$ cat src/verilog/ac_defs.svh
`default_nettype none

`ifndef AC_DEFS_SVH
`define AC_DEFS_SVH

// Width of one stream word and one buffer entry
`define AC_DATA_W 32

// Up-sampling elements, one output buffer each
`define AC_N_ELEM 2

// Words per output row, a multiple of AC_N_ELEM
`define AC_ROW_WORDS 8

// Rows per frame
`define AC_ROWS 4

// Entries per output buffer, a power of two
`define AC_FIFO_DEPTH 8

`endif

`default_nettype wire

$ cat src/verilog/ac_pkg.sv
`include "ac_defs.svh"
`default_nettype none

package ac_pkg;

	typedef logic [`AC_DATA_W-1:0] word_t;

	// One bit per up-sampling element
	typedef logic [`AC_N_ELEM-1:0] elem_mask_t;

	// Status view of the control register, start bit at bit 0
	typedef struct packed {
		logic [29:0] rsvd;
		logic        up_end;
		logic        up_start;
	} crf_status_t;

	typedef union packed {
		logic [31:0] raw;
		crf_status_t status;
	} crf_word_t;

endpackage

`default_nettype wire

$ cat src/verilog/frame_control.sv
`timescale 1ns/1ns
`default_nettype none

module frame_control (
	input  logic              clk,
	input  logic              rst_n,
	input  logic              up_start,
	input  logic              up_end,
	input  logic              frame_done,
	output logic              processing,
	output logic              win,
	output logic              crf_wrt,
	output ac_pkg::crf_word_t crf_wdata
);
	import ac_pkg::*;

	logic      start_req;
	logic      stop_req;
	logic      wb_done;
	logic      wb_idle;
	crf_word_t wb_next;

	// Host has set start and the controller is idle
	assign start_req = up_start & ~up_end & ~processing;
	// Host has seen the end bit and cleared start
	assign stop_req  = ~up_start & up_end & processing;

	// Frame sent, start bit still set in the register file
	assign wb_done = processing & frame_done & up_start;
	// Start already cleared, keep raising end until it shows up
	assign wb_idle = processing & ~up_start & ~up_end;

	always_comb begin
		wb_next = '0;
		if (wb_done) begin
			wb_next.status.up_start = 1'b0;
			wb_next.status.up_end   = up_end;
		end else begin
			wb_next.status.up_end = 1'b1;
		end
	end

	always_ff @(posedge clk or negedge rst_n) begin
		if (!rst_n) begin
			processing <= 1'b0;
		end else if (start_req) begin
			processing <= 1'b1;
		end else if (stop_req) begin
			processing <= 1'b0;
		end
	end

	// Elements may write only while the window is open
	always_ff @(posedge clk or negedge rst_n) begin
		if (!rst_n) begin
			win <= 1'b0;
		end else if (start_req) begin
			win <= 1'b1;
		end else if (frame_done) begin
			win <= 1'b0;
		end
	end

	always_ff @(posedge clk or negedge rst_n) begin
		if (!rst_n) begin
			crf_wrt   <= 1'b0;
			crf_wdata <= '0;
		end else begin
			crf_wrt <= wb_done | wb_idle;
			if (wb_done | wb_idle) begin
				crf_wdata <= wb_next;
			end
		end
	end

endmodule

`default_nettype wire

$ cat src/verilog/out_buffer.sv
`include "ac_defs.svh"
`timescale 1ns/1ns
`default_nettype none

module out_buffer (
	input  logic          clk,
	input  logic          rst_n,
	input  logic          flush,
	input  logic          win,
	input  logic          wvalid,
	input  logic          rd,
	input  ac_pkg::word_t wdata,
	output logic          wready,
	output logic          empty,
	output ac_pkg::word_t rdata
);
	import ac_pkg::*;

	localparam int AW = $clog2(`AC_FIFO_DEPTH);

	word_t       mem [`AC_FIFO_DEPTH];
	logic [AW:0] wr_ptr;
	logic [AW:0] rd_ptr;
	logic        full;
	logic        wr_en;
	logic        rd_en;

	// Pointers carry one extra wrap bit to tell full from empty
	assign empty = (wr_ptr == rd_ptr);
	assign full  = (wr_ptr[AW] != rd_ptr[AW]) &&
		(wr_ptr[AW-1:0] == rd_ptr[AW-1:0]);

	// Outside the window the element sees no acknowledge
	assign wready = win & ~full;
	assign wr_en  = wvalid & wready;
	assign rd_en  = rd & ~empty;

	always_ff @(posedge clk or negedge rst_n) begin
		if (!rst_n) begin
			wr_ptr <= '0;
			rd_ptr <= '0;
		end else if (flush) begin
			// Drop whatever is left at the end of a frame
			wr_ptr <= '0;
			rd_ptr <= '0;
		end else begin
			if (wr_en) begin
				wr_ptr <= wr_ptr + 1'b1;
			end
			if (rd_en) begin
				rd_ptr <= rd_ptr + 1'b1;
			end
		end
	end

	always_ff @(posedge clk) begin
		if (wr_en) begin
			mem[wr_ptr[AW-1:0]] <= wdata;
		end
	end

	// Read data shows up the cycle after rd
	always_ff @(posedge clk) begin
		if (rd_en) begin
			rdata <= mem[rd_ptr[AW-1:0]];
		end
	end

endmodule

`default_nettype wire

$ cat src/verilog/column_arbiter.sv
`include "ac_defs.svh"
`timescale 1ns/1ns
`default_nettype none

module column_arbiter (
	input  logic                           clk,
	input  logic                           rst_n,
	input  logic                           win,
	input  ac_pkg::elem_mask_t             empty,
	input  ac_pkg::word_t [`AC_N_ELEM-1:0] rdata,
	input  logic                           out_ready,
	output ac_pkg::elem_mask_t             rd,
	output logic                           out_valid,
	output logic                           out_last,
	output logic                           frame_done,
	output ac_pkg::word_t                  out_data
);
	import ac_pkg::*;

	// Words of one row owned by each element
	localparam int SPAN  = `AC_ROW_WORDS / `AC_N_ELEM;
	localparam int COL_W = $clog2(`AC_ROW_WORDS);
	localparam int ROW_W = $clog2(`AC_ROWS + 1);

	localparam logic [COL_W-1:0] LAST_COL = COL_W'(`AC_ROW_WORDS - 1);
	localparam logic [ROW_W-1:0] ALL_ROWS = ROW_W'(`AC_ROWS);

	logic [COL_W-1:0] col_cnt;
	logic [ROW_W-1:0] row_cnt;
	logic             frame_read;
	logic             row_end;
	logic             advance;
	elem_mask_t       owner;
	elem_mask_t       sel_r;
	genvar            j;

	// Every word of the frame has left the buffers
	assign frame_read = (row_cnt == ALL_ROWS);
	assign row_end    = (col_cnt == LAST_COL);

	// Output register is empty or drains this cycle
	assign advance = ~out_valid | out_ready;

	// Element j owns columns j*SPAN up to (j+1)*SPAN-1 of each row
	generate
		for (j = 0; j < `AC_N_ELEM; j++) begin : g_span
			assign owner[j] = (int'(col_cnt) >= j * SPAN) &&
				(int'(col_cnt) < (j + 1) * SPAN);
		end
	endgenerate

	// At most one owner, so the read grant is one-hot
	assign rd = owner & ~empty & {`AC_N_ELEM{win & advance & ~frame_read}};

	// Position of the next word to read inside the frame
	always_ff @(posedge clk or negedge rst_n) begin
		if (!rst_n) begin
			col_cnt <= '0;
			row_cnt <= '0;
		end else if (frame_done) begin
			col_cnt <= '0;
			row_cnt <= '0;
		end else if (|rd) begin
			if (row_end) begin
				col_cnt <= '0;
				row_cnt <= row_cnt + 1'b1;
			end else begin
				col_cnt <= col_cnt + 1'b1;
			end
		end
	end

	// Output register, loaded together with the buffer read
	always_ff @(posedge clk or negedge rst_n) begin
		if (!rst_n) begin
			out_valid <= 1'b0;
			out_last  <= 1'b0;
			sel_r     <= '0;
		end else if (advance) begin
			out_valid <= |rd;
			out_last  <= |rd & row_end;
			sel_r     <= rd;
		end
	end

	// Buffer read data is registered, so the grant from the read cycle
	// picks it; while stalled neither the grant nor the data move
	always_comb begin
		out_data = '0;
		for (int i = 0; i < `AC_N_ELEM; i++) begin
			if (sel_r[i]) begin
				out_data = rdata[i];
			end
		end
	end

	// Last word of the last row accepted downstream
	assign frame_done = out_valid & out_ready & out_last & frame_read;

endmodule

`default_nettype wire

$ cat src/verilog/access_control.sv
`include "ac_defs.svh"
`timescale 1ns/1ns
`default_nettype none

module access_control (
	input  logic                           clk,
	input  logic                           rst_n,
	input  logic                           up_start,
	input  logic                           up_end,
	input  ac_pkg::elem_mask_t             elem_wvalid,
	input  ac_pkg::word_t [`AC_N_ELEM-1:0] elem_wdata,
	output ac_pkg::elem_mask_t             elem_wready,
	output logic                           out_valid,
	input  logic                           out_ready,
	output ac_pkg::word_t                  out_data,
	output logic                           out_last,
	output logic                           crf_wrt,
	output ac_pkg::crf_word_t              crf_wdata,
	output logic                           processing
);
	import ac_pkg::*;

	logic                       win;
	logic                       frame_done;
	elem_mask_t                 rd;
	elem_mask_t                 empty;
	word_t [`AC_N_ELEM-1:0]     buf_rdata;
	genvar                      j;

	frame_control u_ctrl (
		.clk        (clk),
		.rst_n      (rst_n),
		.up_start   (up_start),
		.up_end     (up_end),
		.frame_done (frame_done),
		.processing (processing),
		.win        (win),
		.crf_wrt    (crf_wrt),
		.crf_wdata  (crf_wdata)
	);

	// One buffer per element, all emptied when the frame is done
	generate
		for (j = 0; j < `AC_N_ELEM; j++) begin : g_buf
			out_buffer u_buf (
				.clk    (clk),
				.rst_n  (rst_n),
				.flush  (frame_done),
				.win    (win),
				.wvalid (elem_wvalid[j]),
				.rd     (rd[j]),
				.wdata  (elem_wdata[j]),
				.wready (elem_wready[j]),
				.empty  (empty[j]),
				.rdata  (buf_rdata[j])
			);
		end
	endgenerate

	// Buffers share the single output stream through the arbiter
	column_arbiter u_arb (
		.clk        (clk),
		.rst_n      (rst_n),
		.win        (win),
		.empty      (empty),
		.rdata      (buf_rdata),
		.out_ready  (out_ready),
		.rd         (rd),
		.out_valid  (out_valid),
		.out_last   (out_last),
		.frame_done (frame_done),
		.out_data   (out_data)
	);

endmodule

`default_nettype wire

$ cat config.mk
export PLATFORM = sky130hd
export DESIGN_NAME = access_control
export DESIGN_NICKNAME = d
export VERILOG_FILES = /design/src/verilog/ac_pkg.sv /design/src/verilog/frame_control.sv /design/src/verilog/out_buffer.sv /design/src/verilog/column_arbiter.sv /design/src/verilog/access_control.sv
export VERILOG_INCLUDE_DIRS = /design/src /design/src/verilog
export SDC_FILE = /design/constraint.sdc
export NUM_CORES = 1
export LEC_CHECK = 0
export ABC_AREA = 0
export BUFFER_PORTS_ARGS = -buffer_cell sky130_fd_sc_hd__buf_4
export CAP_MARGIN = 40
export CORE_MARGIN = 4
export CORE_UTILIZATION = 50
export CTS_CLUSTER_DIAMETER = 150
export CTS_CLUSTER_SIZE = 28
export DETAILED_ROUTE_END_ITERATION = 10
export HOLD_SLACK_MARGIN = 0.1
export PLACE_DENSITY = 0.78
export SETUP_SLACK_MARGIN = 0.3
export SYNTH_ARGS = -nofsm -noshare
export SYNTH_HDL_FRONTEND = slang
export SYNTH_SLANG_ARGS = --single-unit
$ cat constraint.sdc
create_clock -name clk -period 5.2 [get_ports clk]
set_input_delay 1.04 -clock clk [delete_from_list [all_inputs] [get_ports clk]]
set_output_delay 1.04 -clock clk [all_outputs]
set_load 0.02 [all_outputs]
### Word-level counts from Yosys, hierarchy flattened

Memories as Yosys holds them, arrays and structs flattened. A register that Yosys moved wholly into a read port is not among the register bits.
Cells that the tools add are included.

| operators by class | value |
|---|---|
| $add $sub $neg | 6 |
| $lt $le $gt $ge | 2 |
| equal/unequal tests | 8 |
| muxes and demuxes | 25 |
| bitwise gates (word level) | 34 |
| reduce and logical (&&, ||, !) cells | 12 |

Operator list:

| cell | number |
|---|---|
| two-way mux 32 bit | 2 |
| two-way mux 4 bit | 8 |
| bitwise AND 1 bit | 20 |
| two-way mux 3 bit | 6 |
| adder 4 x 1 -> 4 bit, second input constant | 4 |
| nonzero test 2 bit | 8 |
| two-way mux 1 bit | 9 |
| inverter 1 bit | 9 |
| == test 4 bit | 2 |
| adder 3 x 1 -> 3 bit, second input constant | 2 |
| == test 3 bit | 2 |
| == test 3 bit, second input constant | 2 |
| bitwise AND 2 bit | 2 |
| >= comparator 3 bit, second input constant | 1 |
| less-than comparator 3 bit, second input constant | 1 |
| logical AND 1 bit | 2 |
| != test 1 bit | 2 |
| inverter 2 bit | 1 |
| bitwise OR 1 bit | 2 |
| AND reduction 2 bit | 1 |
| OR reduction 2 bit | 1 |

| word-level totals | value |
|---|---|
| register bits after elaboration | 30 |
| memory bits (writable) | 512 |
| input bits | 71 |
| output and inout port bits | 70 |
| logic and storage cells | 102 |
| memories kept | 2 |

Memories:

| memory | words | bits a word | rd ports | clocked after Yosys merged registers in | wr ports | RTL line | text |
|---|---|---|---|---|---|---|---|
| g_buf[0].u_buf.mem | 8 | 32 | 1 | 1 | 1 | out_buffer.sv:21 | `` word_t mem [`AC_FIFO_DEPTH]; `` |
| g_buf[1].u_buf.mem | 8 | 32 | 1 | 1 | 1 | out_buffer.sv:21 |  |

### Logic depth before layout (Yosys ltp)

Gate-level depths: netlist of the first run.

| depth | value |
|---|---|
| word-level depth | 8 |
| mapped depth | 8 |
| depth with buffers taken out | 8 |

### Modules after synthesis

Synthesis of the first run repeated with hierarchy kept, for this count alone.

| unflattened totals | value |
|---|---|
| cell total of the unflattened synthesis | 1082 |
| area total of the unflattened synthesis | 23630.2 µm² |

Modules (own cells, without submodules):

| module | times used | cells an instance | area an instance (µm²) | seq. area each (µm²) |
|---|---|---|---|---|
| out_buffer (g_buf[0].u_buf) | 1 | 470 | 11182.0 | 8848.5 |
| out_buffer (g_buf[1].u_buf) | 1 | 470 | 11180.7 | 8848.5 |
| column_arbiter | 1 | 95 | 870.8 | 250.2 |
| frame_control | 1 | 47 | 396.6 | 100.1 |

### Least setup slack after synthesis of the first run

Ideal clock, no wire load.

| timing path | value |
|---|---|
| path type | in2reg |
| start point | input port elem_wvalid[1] |
| end point | memory g_buf[1].u_buf.mem[0][0] (netlist bit), enable pin |
| setup time | 502 ps |
| data arrival time | 4241 ps |
| data required time | 4698 ps |
| slack | 457 ps |
| stages on the path | 2 |
| buffers on the path | 0 |
| path through | nand2_1 > nor4_1 |

| between the ends | value |
|---|---|
| word-level cells in the longest chain between the ends | 3 |

RTL lines:

| item | RTL line | text |
|---|---|---|
| start, declared | access_control.sv:10 | `input ac_pkg::elem_mask_t elem_wvalid,` |
| bitwise AND 1 bit | out_buffer.sv:35 | `assign wr_en = wvalid & wready;` |
| two-way mux 1 bit | out_buffer.sv:57 | `if (wr_en) begin` |
| two-way mux 1 bit (not written as such) | out_buffer.sv:58 | `mem[wr_ptr[AW-1:0]] <= wdata;` |
| end, declared | out_buffer.sv:21 |  |

Every way passes these cells.

### Worst setup path after layout of the first run

| timing path | value |
|---|---|
| start point | register g_buf[0].u_buf.rd_ptr[0] |
| end point | output port elem_wready[0] |

| between the ends | value |
|---|---|
| word-level cells in the longest chain between the ends | 4 |

RTL lines:

| item | RTL line | text |
|---|---|---|
| start, declared | out_buffer.sv:23 | `logic [AW:0] rd_ptr;` |
| start signal, assigned | out_buffer.sv:51 | `rd_ptr <= rd_ptr + 1'b1;` |
| == test 3 bit | out_buffer.sv:31 | `(wr_ptr[AW-1:0] == rd_ptr[AW-1:0]);` |
| logical AND 1 bit | out_buffer.sv:30 | `assign full = (wr_ptr[AW] != rd_ptr[AW]) &&` |
| inverter 1 bit | out_buffer.sv:34 | `assign wready = win & ~full;` |
| bitwise AND 1 bit | out_buffer.sv:34 |  |
| end, declared | access_control.sv:12 | `output ac_pkg::elem_mask_t elem_wready,` |

Every way passes these cells.

==> results of run 1 <==
==> flip-flops by register name (all words and copies together), names as in the netlist <==
name	flops
u_ctrl.crf_wdata	1
u_arb.col_cnt	3
u_arb.out_valid	1
g_buf.u_buf.wr_ptr	8
u_ctrl.win	1
u_arb.sel_r	2
u_arb.row_cnt	3
u_ctrl.processing	1
g_buf.u_buf.rdata	64
u_ctrl.crf_wrt	1
g_buf.u_buf.rd_ptr	8
g_buf.u_buf.mem	512
u_arb.out_last	1
==> path summary, 6_finish.rpt <==
kind	from	to	slack, ns	depth (start not counted)
worst max-delay path	g_buf[0].u_buf.rd_ptr[0]	elem_wready[0]	1.68	3
worst min-delay path	rst_n	u_ctrl.win	0.39	1
max in group asynchronous	rst_n	g_buf[0].u_buf.rd_ptr[0]	4.49	1
worst max register to register	g_buf[0].u_buf.rd_ptr[0]	g_buf[0].u_buf.mem[2][13]	2.13	6
min in group clk	u_arb.out_last	u_arb.out_last	0.52	2
worst min register to register	u_arb.out_last	u_arb.out_last	0.52	2
==> metrics by stage <==
stage / cell area (um2) / util
6_report: 25860 / 0.5650
5_1_grt: 25860 / 0.5650
3_3_place_gp: 24860 / 0.5432
3_5_place_dp: 25140 / 0.5493
4_1_cts: 25860 / 0.5650
2_1_floorplan: 23480 / -
==> cell families after synthesis <==
family,count (synthesis),share of synthesized area
flops,606,0.7725
other cells,1,0.0001605
simple gates,90,0.01939
buf+inv,90,0.02089
mux,195,0.1556
xor+xnor,19,0.007123
compound gates,58,0.01971
fa+ha+maj,9,0.004713
==> cell usage in the layout (no fill, tap or decap), types with 12 or more instances in the layout <==
cell type  netlist  final
nor2_1          21     12
conb_1           1     31
nand2_1         27     27
clkbuf_16        0     25
dfrtp_1         30     26
mux2_2          64     64
edfxtp_1       576    576
mux4_2         128    128
buf_4           34    128
clkbuf_1        29     19
a22o_1          31     31
==> power by group through the flow <==
stage                     logic, mW  registers [mW]  clock network (mW)
after floorplan                3.29            6.91                   0
after global placement         4.50            7.13                   0
after detailed placement       4.71            7.17                   0
after CTS                      4.75            7.07                2.34
after global routing           5.00            7.15                2.53
final                          4.68            7.05                2.29
==> layer usage <==
metal | vias to the layer above | wire, um
met1 | 5431 | 18260
met3 | 60 | 2615
met2 | 339 | 21580
li1 | 4528 | -
met5 | - | 43
met4 | 8 | 1016
==> Yosys cell counts, drive strengths merged <==
cell type / count
buf: 54
a21o: 1
mux2i: 2
or4: 2
conb: 1
o2bb2ai: 1
maj3: 1
or2: 2
a41oi: 2
nand2: 27
xor2: 10
nand2b: 5
a21oi: 8
nor4: 2
mux4: 128
nor3: 7
o41a: 2
or3: 1
edfxtp: 576
and3: 3
and4: 1
clkbuf: 30
xnor2: 9
nor3b: 1
o21ai: 12
dfrtp: 30
or2b: 2
nor2b: 2
mux2: 65
nand3: 11
nand4: 2
ha: 8
a22o: 31
o211ai: 1
nor2: 22
inv: 6
==> final cells by class <==
class | instances | area [um2] | area share
Antenna cell | 1 | 2.502 | 0.00009676
Clock buffer | 44 | 696.9 | 0.02695
Clock inverter | 2 | 20.02 | 0.0007741
Inverter | 6 | 22.52 | 0.0008708
Multi-Input combinational cell | 402 | 5052 | 0.1954
Sequential cell | 606 | 18060 | 0.6982
Tap cell | 600 | 750.7 | 0.02903
Timing Repair Buffer | 140 | 1260 | 0.04872
==> critical path, delay by kind of cell, from the launching register on <==
kind,cells,cell delay [ns]
DFF,1,0.90
AOI/OAI and AO/OA,1,0.58
buffers and inverters,1,0.18
xor gates and xnor gates,1,0.24
==> flow_metrics.env, run 1 <==
export IMPL_worst_pin_slew_ns=0.7799
export IMPL_ys_seq_area_frac=0.7725
export IMPL_p_leak_nw=8.403
export IMPL_arrival_ns=2.48
export IMPL_dp_cells=1754
export IMPL_yosysUniqueCellTypes=47
export IMPL_timing_final_ws_setup_ns=1.685
export IMPL_grt_max_degree=50
export IMPL_postCtsHoldBufs=0
export IMPL_setup_violations=0
export IMPL_crit_required_ns=4.16
export IMPL_fin_crit_sh=0.6760
export IMPL_clockRootBuffer="clkbuf_16"
export IMPL_grt_pass1_wl_um=65910
export IMPL_max_cap_violations=0
export IMPL_cpMaxStageDelayCell="dfrtp_4"
export IMPL_synth_area_top_cells="edfxtp_1 74%, mux4_2 12%, dfrtp_1 3.2%, mux2_2 3.1%, a22o_1 1.2%"
export IMPL_port_buffers=109
export IMPL_power_total_mw=14.02
export IMPL_clk_pin_slew_ns=0.11
export IMPL_htree_levels=1
export IMPL_crit_type="flip-flop to output port"
export IMPL_finalCriticalPeriod_ns=3.515
export IMPL_grt_remaining_overflow=0
export IMPL_met1_usage=0.2501
export IMPL_rsz0062_at_grt="no"
export IMPL_busiest_layer="met2"
export IMPL_power_frac_comb=0.334
export IMPL_grt_use_met3=0.02595
export IMPL_max_freq_mhz=284.5
export IMPL_timing_setup_tns_ns=0
export IMPL_yosysWarnings=0
export IMPL_clock_sink_count=606
export IMPL_share_seq_of_total_power=0.503
export IMPL_antenna_found_initial=5
export IMPL_fp_dieArea_mm2=0.05025
export IMPL_finalWirelength_um=43520
export IMPL_drc=0
export IMPL_insertion_delay_ns=0.58
export IMPL_crit_chain="xor2_1 > o41a_2 > buf_4"
export IMPL_rows=78
export IMPL_synth_top_cell_area_share=0.7403
export IMPL_drive_above_1_share=0.3242
export IMPL_syn_area_mm2=0.02336
export IMPL_p_int_mw=9.676
export IMPL_grt_pass1_vias=10400
export IMPL_post_drt_wl_per_cell_um=24.16
export IMPL_cts_buffer_depth=3
export IMPL_relSlewSlack=0.4788
export IMPL_cp_end_kind="output port"
export IMPL_critical_path_max_stage_delay_ns=0.90
export IMPL_hold_viol=0
export IMPL_yosysTopAreaCell="edfxtp_1"
export IMPL_swShare=0.3096
export IMPL_nets=1260
export IMPL_hp_class="input port to async pin"
export IMPL_ios=141
export IMPL_fill_cells=3241
export IMPL_die_w_um=224.2
export IMPL_final_max_slew_viol_count=0
export IMPL_drt_pre_antenna_iters=5
export IMPL_synthCells=1068
export IMPL_pwr_share_clk=0.163
export IMPL_critPathMaxFanout=36
export IMPL_holdWs_ns=0.3857
export IMPL_gp_congestion=0.7656
export IMPL_grt_met2_usage=0.2797
export IMPL_start_util=0.5104
export IMPL_route_vias_total=10370
export IMPL_skew_ns=0.02177
export IMPL_cts_resized=0
export IMPL_finalNonFillerCells=1801
export IMPL_synthToLayoutAreaGrowth_pct=10.69
export IMPL_cts_tree="built"
export IMPL_dp_hpwl_um=27440
export IMPL_power_net_switching_mw=4.339
export IMPL_critPathLaunchType="flip-flop"
export IMPL_cts_buffers=25
export IMPL_postRouteAntennaNets=0
export IMPL_die_h_um=224.2
export IMPL_drtIter0Drc=920
export IMPL_synth_area_per_cell_um2=21.88
export IMPL_peakVddDrop_mv=0.3291
export IMPL_cts_setup_buffers=0
export IMPL_dp_slack_ns=2.093
export IMPL_grt_usage=0.1715
export IMPL_status="complete, no violations"
export IMPL_via_per_inst=5.756
export IMPL_power_density_mw_per_mm2=541.9
export IMPL_fp_coreArea_mm2=0.04577
export IMPL_synth_seq_cells=606
Power figures use the tool's default switching activity.
==> inputs of run 2 (changes only) <==
--- a/config.mk
+++ b/config.mk
@@ -6,7 +6,7 @@
 export SDC_FILE = /design/constraint.sdc
 export NUM_CORES = 1
 export LEC_CHECK = 0
-export ABC_AREA = 0
+export ABC_AREA = 1
 export BUFFER_PORTS_ARGS = -buffer_cell sky130_fd_sc_hd__buf_4
 export CAP_MARGIN = 40
 export CORE_MARGIN = 4
==> constraint.sdc (replaced) <==
create_clock -name clk -period 3.5 [get_ports clk]
set_input_delay 0.7 -clock clk [delete_from_list [all_inputs] [get_ports clk]]
set_output_delay 0.7 -clock clk [all_outputs]
set_load 0.02 [all_outputs]
==> run 2 against run 1 <==
Net effect: critical path depth increased by 3; hold slack got worse by 0.042 ns; utilization decreased by 1.7 points; register-to-register slack got worse by 1.3 ns; cell area increased by 0.78%; largest cell class unchanged; largest power group unchanged; clock power increased by 48%; non-clock buffer count increased by 7; area after synthesis increased by 2.7%.
==> flow_metrics.env, run 2 <==
export IMPL_reg2reg_from="g_buf[0].u_buf.rd_ptr[0]"
export IMPL_timing_setup_tns_ns=0
export IMPL_synth_flop_cell="edfxtp_1"
export IMPL_worstRegToRegCells=8
export IMPL_rsz0062_at_grt="no"
export IMPL_insertion_delay_ns=0.58
export IMPL_grt_pass1_vias=14250
export IMPL_hold_path_end="u_ctrl.crf_wrt"
export IMPL_status="complete, no violations"
export IMPL_worstHoldStart="up_start"
export IMPL_rows=80
export IMPL_dp_slack_ns=0.8228
export IMPL_fin_crit_sh=0.8406
export IMPL_max_freq_mhz=339.9
export IMPL_hold_depth=2
export IMPL_r2r_end="g_buf[0].u_buf.mem[0][12]"
export IMPL_gp_congestion=0.8412
export IMPL_cts_buffers=25
export IMPL_fill_cells=3726
export IMPL_crit_required_ns=2.80
export IMPL_yosysWarnings=0
export IMPL_dp_hpwl_um=31570
export IMPL_synth_seq_cells=606
export IMPL_yosysTopAreaCell="edfxtp_1"
export IMPL_rrSetupSlack_ns=0.82
export IMPL_ys_seq_area_frac=0.7521
export IMPL_share_seq_of_total_power=0.487
export IMPL_yosysUniqueCellTypes=29
export IMPL_hold_viol=0
export IMPL_timing_final_ws_setup_ns=0.5579
export IMPL_drt_pre_antenna_iters=5
export IMPL_met1_usage=0.2857
export IMPL_arrival_ns=2.24
export IMPL_max_cap_violations=0
export IMPL_grt_max_degree=89
export IMPL_die_h_um=227.1
export IMPL_crit_type="flip-flop to output port"
export IMPL_layout_commonest_cell="edfxtp_1"
export IMPL_ios=141
export IMPL_skew_ns=0.03014
export IMPL_nets=2030
export IMPL_route_vias_total=14920
export IMPL_grt_use_met3=0.02282
export IMPL_grt_usage=0.2019
export IMPL_synthToLayoutAreaGrowth_pct=8.619
export IMPL_cp_end_kind="output port"
export IMPL_synthCells=1895
export IMPL_drc=0
export IMPL_postRouteAntennaNets=0
export IMPL_htree_levels=1
export IMPL_grt_pass1_wl_um=81250
export IMPL_fp_coreArea_mm2=0.04755
export IMPL_p_leak_nw=9.190
export IMPL_post_drt_wl_per_cell_um=20.69
export IMPL_largest_reg_flops=512
export IMPL_cts_tree="built"
export IMPL_pwr_share_clk=0.161
export IMPL_clk_pin_slew_ns=0.10
export IMPL_p_int_mw=13.20
export IMPL_die_w_um=227.1
export IMPL_regArea_mm2=0.01805
export IMPL_synth_area_per_cell_um2=12.66
export IMPL_mostFrequentLayoutCells="576 x edfxtp_1, 331 x nand2_1, 274 x nor2_1, 258 x o21ai_0, 145 x buf_4"
export IMPL_antenna_found_initial=3
export IMPL_multi_input_comb_area_mm2=0.005278
export IMPL_clock_sink_count=606
export IMPL_fp_dieArea_mm2=0.05156
export IMPL_power_net_switching_mw=7.950
export IMPL_setup_violations=0
export IMPL_via_per_inst=5.771
export IMPL_clockRootBuffer="clkbuf_16"
export IMPL_synth_edf_count=576
export IMPL_swShare=0.3758
export IMPL_start_util=0.5047
export IMPL_finalCriticalPeriod_ns=2.942
export IMPL_final_max_slew_viol_count=0
export IMPL_drtIter0Drc=1805
export IMPL_relSlewSlack=0.3987
export IMPL_grt_met2_usage=0.3423
export IMPL_grt_remaining_overflow=0
export IMPL_cts_buffer_depth=3
export IMPL_syn_area_mm2=0.02400
export IMPL_finalWirelength_um=53510
export IMPL_power_density_mw_per_mm2=811.5
export IMPL_port_buffers=109
export IMPL_cts_resized=0
export IMPL_worst_pin_slew_ns=0.9019
export IMPL_drive_above_1_share=0.1041
export IMPL_hp_class="input port to flip-flop"
export IMPL_power_frac_comb=0.352
export IMPL_peakVddDrop_mv=0.5000
export IMPL_synth_top_cell_area_share=0.7208
export IMPL_yosysMostFrequentCell="edfxtp_1"
export IMPL_async_flop_share=0.04950
export IMPL_busiest_layer="met2"
export IMPL_synth_common_cells="576 x edfxtp_1, 331 x nand2_1, 276 x nor2_1"
export IMPL_critPathLaunchType="flip-flop"
export IMPL_synth_area_top_cells="edfxtp_1 72%, o21ai_0 5.4%, nand2_1 5.2%, nor2_1 4.3%, o22ai_1 3.4%"
export IMPL_critPathMaxFanout=44
==> run 2: cell types whose count changed after synthesis, moves of 10 or more <==
| cell | delta |
|---|---|
| mux4_2 | -128 |
| o22ai_1 | +129 |
| nand2_1 | +304 |
| clkbuf_1 | +46 |
| nand3_1 | +50 |
| inv_1 | +21 |
| mux2_2 | -64 |
| a22o_1 | -31 |
| buf_2 | +10 |
| o21ai_0 | +248 |
| nor2_1 | +255 |
==> run 2: power groups by stage <==
| stage | Sequential (mW) | Combinational [mW] | Clock [mW] |
|---|---|---|---|
| 2_1_floorplan | 10.2 | 5.09 | 0 |
| 3_3_place_gp | 10.4 | 7.09 | 0 |
| 3_5_place_dp | 10.5 | 7.40 | 0 |
| 4_1_cts | 10.3 | 7.44 | 3.44 |
| 5_1_grt | 10.4 | 8.23 | 3.72 |
| 6_report | 10.3 | 7.44 | 3.40 |
==> run 2: cell type report <==
class	instances	area share
repair buffers	147	0.04320
inverters	32	0.004752
flip-flops and latches	606	0.6927
diodes	2	0.0001920
well taps	615	0.02952
multi-input cells	1139	0.2025
clock inverters	1	0.0004320
clock buffers	44	0.02674
==> run 2: critical path, cell delays in order, from the launching register on <==
cell and delay [ns]:
dfrtp_4 0.60, inv_4 0.34, nand2_1 0.09, nand2_1 0.10, nor2_2 0.06, a31oi_1 0.27, buf_4 0.21
==> run 2: cell families after synthesis <==
group	share of synthesized area
AND/OR/NAND/NOR	0.1141
adder cells (fa/ha/maj)	0.004171
XOR/XNOR	0.002555
buffers and inverters	0.03624
other	0.0001563
flip-flops	0.7521
AO/OA/AOI/OAI	0.09067
==> run 2: through the flow <==
step / std cells / instance area [um2] / power [mW] / hold WS, ns / util
6_report: 2586 / 26070 / 21.15 / 0.3438 / 0.5482
5_1_grt: 2586 / 26070 / 22.38 / 0.3294 / 0.5482
4_1_cts: 2584 / 26060 / 21.19 / 0.3199 / 0.5481
3_5_place_dp: 2538 / 25340 / 17.88 / 0.4733 / 0.5330
3_3_place_gp: 2537 / 25310 / 17.52 / 0.4625 / 0.5324
2_1_floorplan: 1925 / 24110 / 15.25 / 0.4044 / -
==> run 2: layer usage <==
metal | up-vias | share of wire
li1 | 6815 | -
met1 | 7328 | 0.40
met2 | 703 | 0.49
met3 | 75 | 0.080
met4 | 2 | 0.023
met5 | - | 0.00037
==> run 2: worst max-delay path by stage <==
stage,start,to,slack (ns),depth (start not counted)
2_1_floorplan,g_buf[1].u_buf.rd_ptr[0],g_buf[1].u_buf.mem[4][0],-0.29,9
3_3_place_gp,g_buf[0].u_buf.rd_ptr[0],g_buf[0].u_buf.mem[3][11],0.87,8
6_report,g_buf[0].u_buf.rd_ptr[0],elem_wready[0],0.56,6
5_1_grt,u_arb.sel_r[0],out_data[26],0.45,4
3_5_place_dp,g_buf[0].u_buf.rd_ptr[0],g_buf[0].u_buf.mem[2][9],0.82,8
4_1_cts,g_buf[0].u_buf.rd_ptr[0],elem_wready[0],0.57,6
==> run 2: what timing repair did <==
action,in CTS,in global routing
hold buffers,1,0
setup endpoints to repair,0,0
endpoints found under the hold margin,30,0
setup buffers,0,0
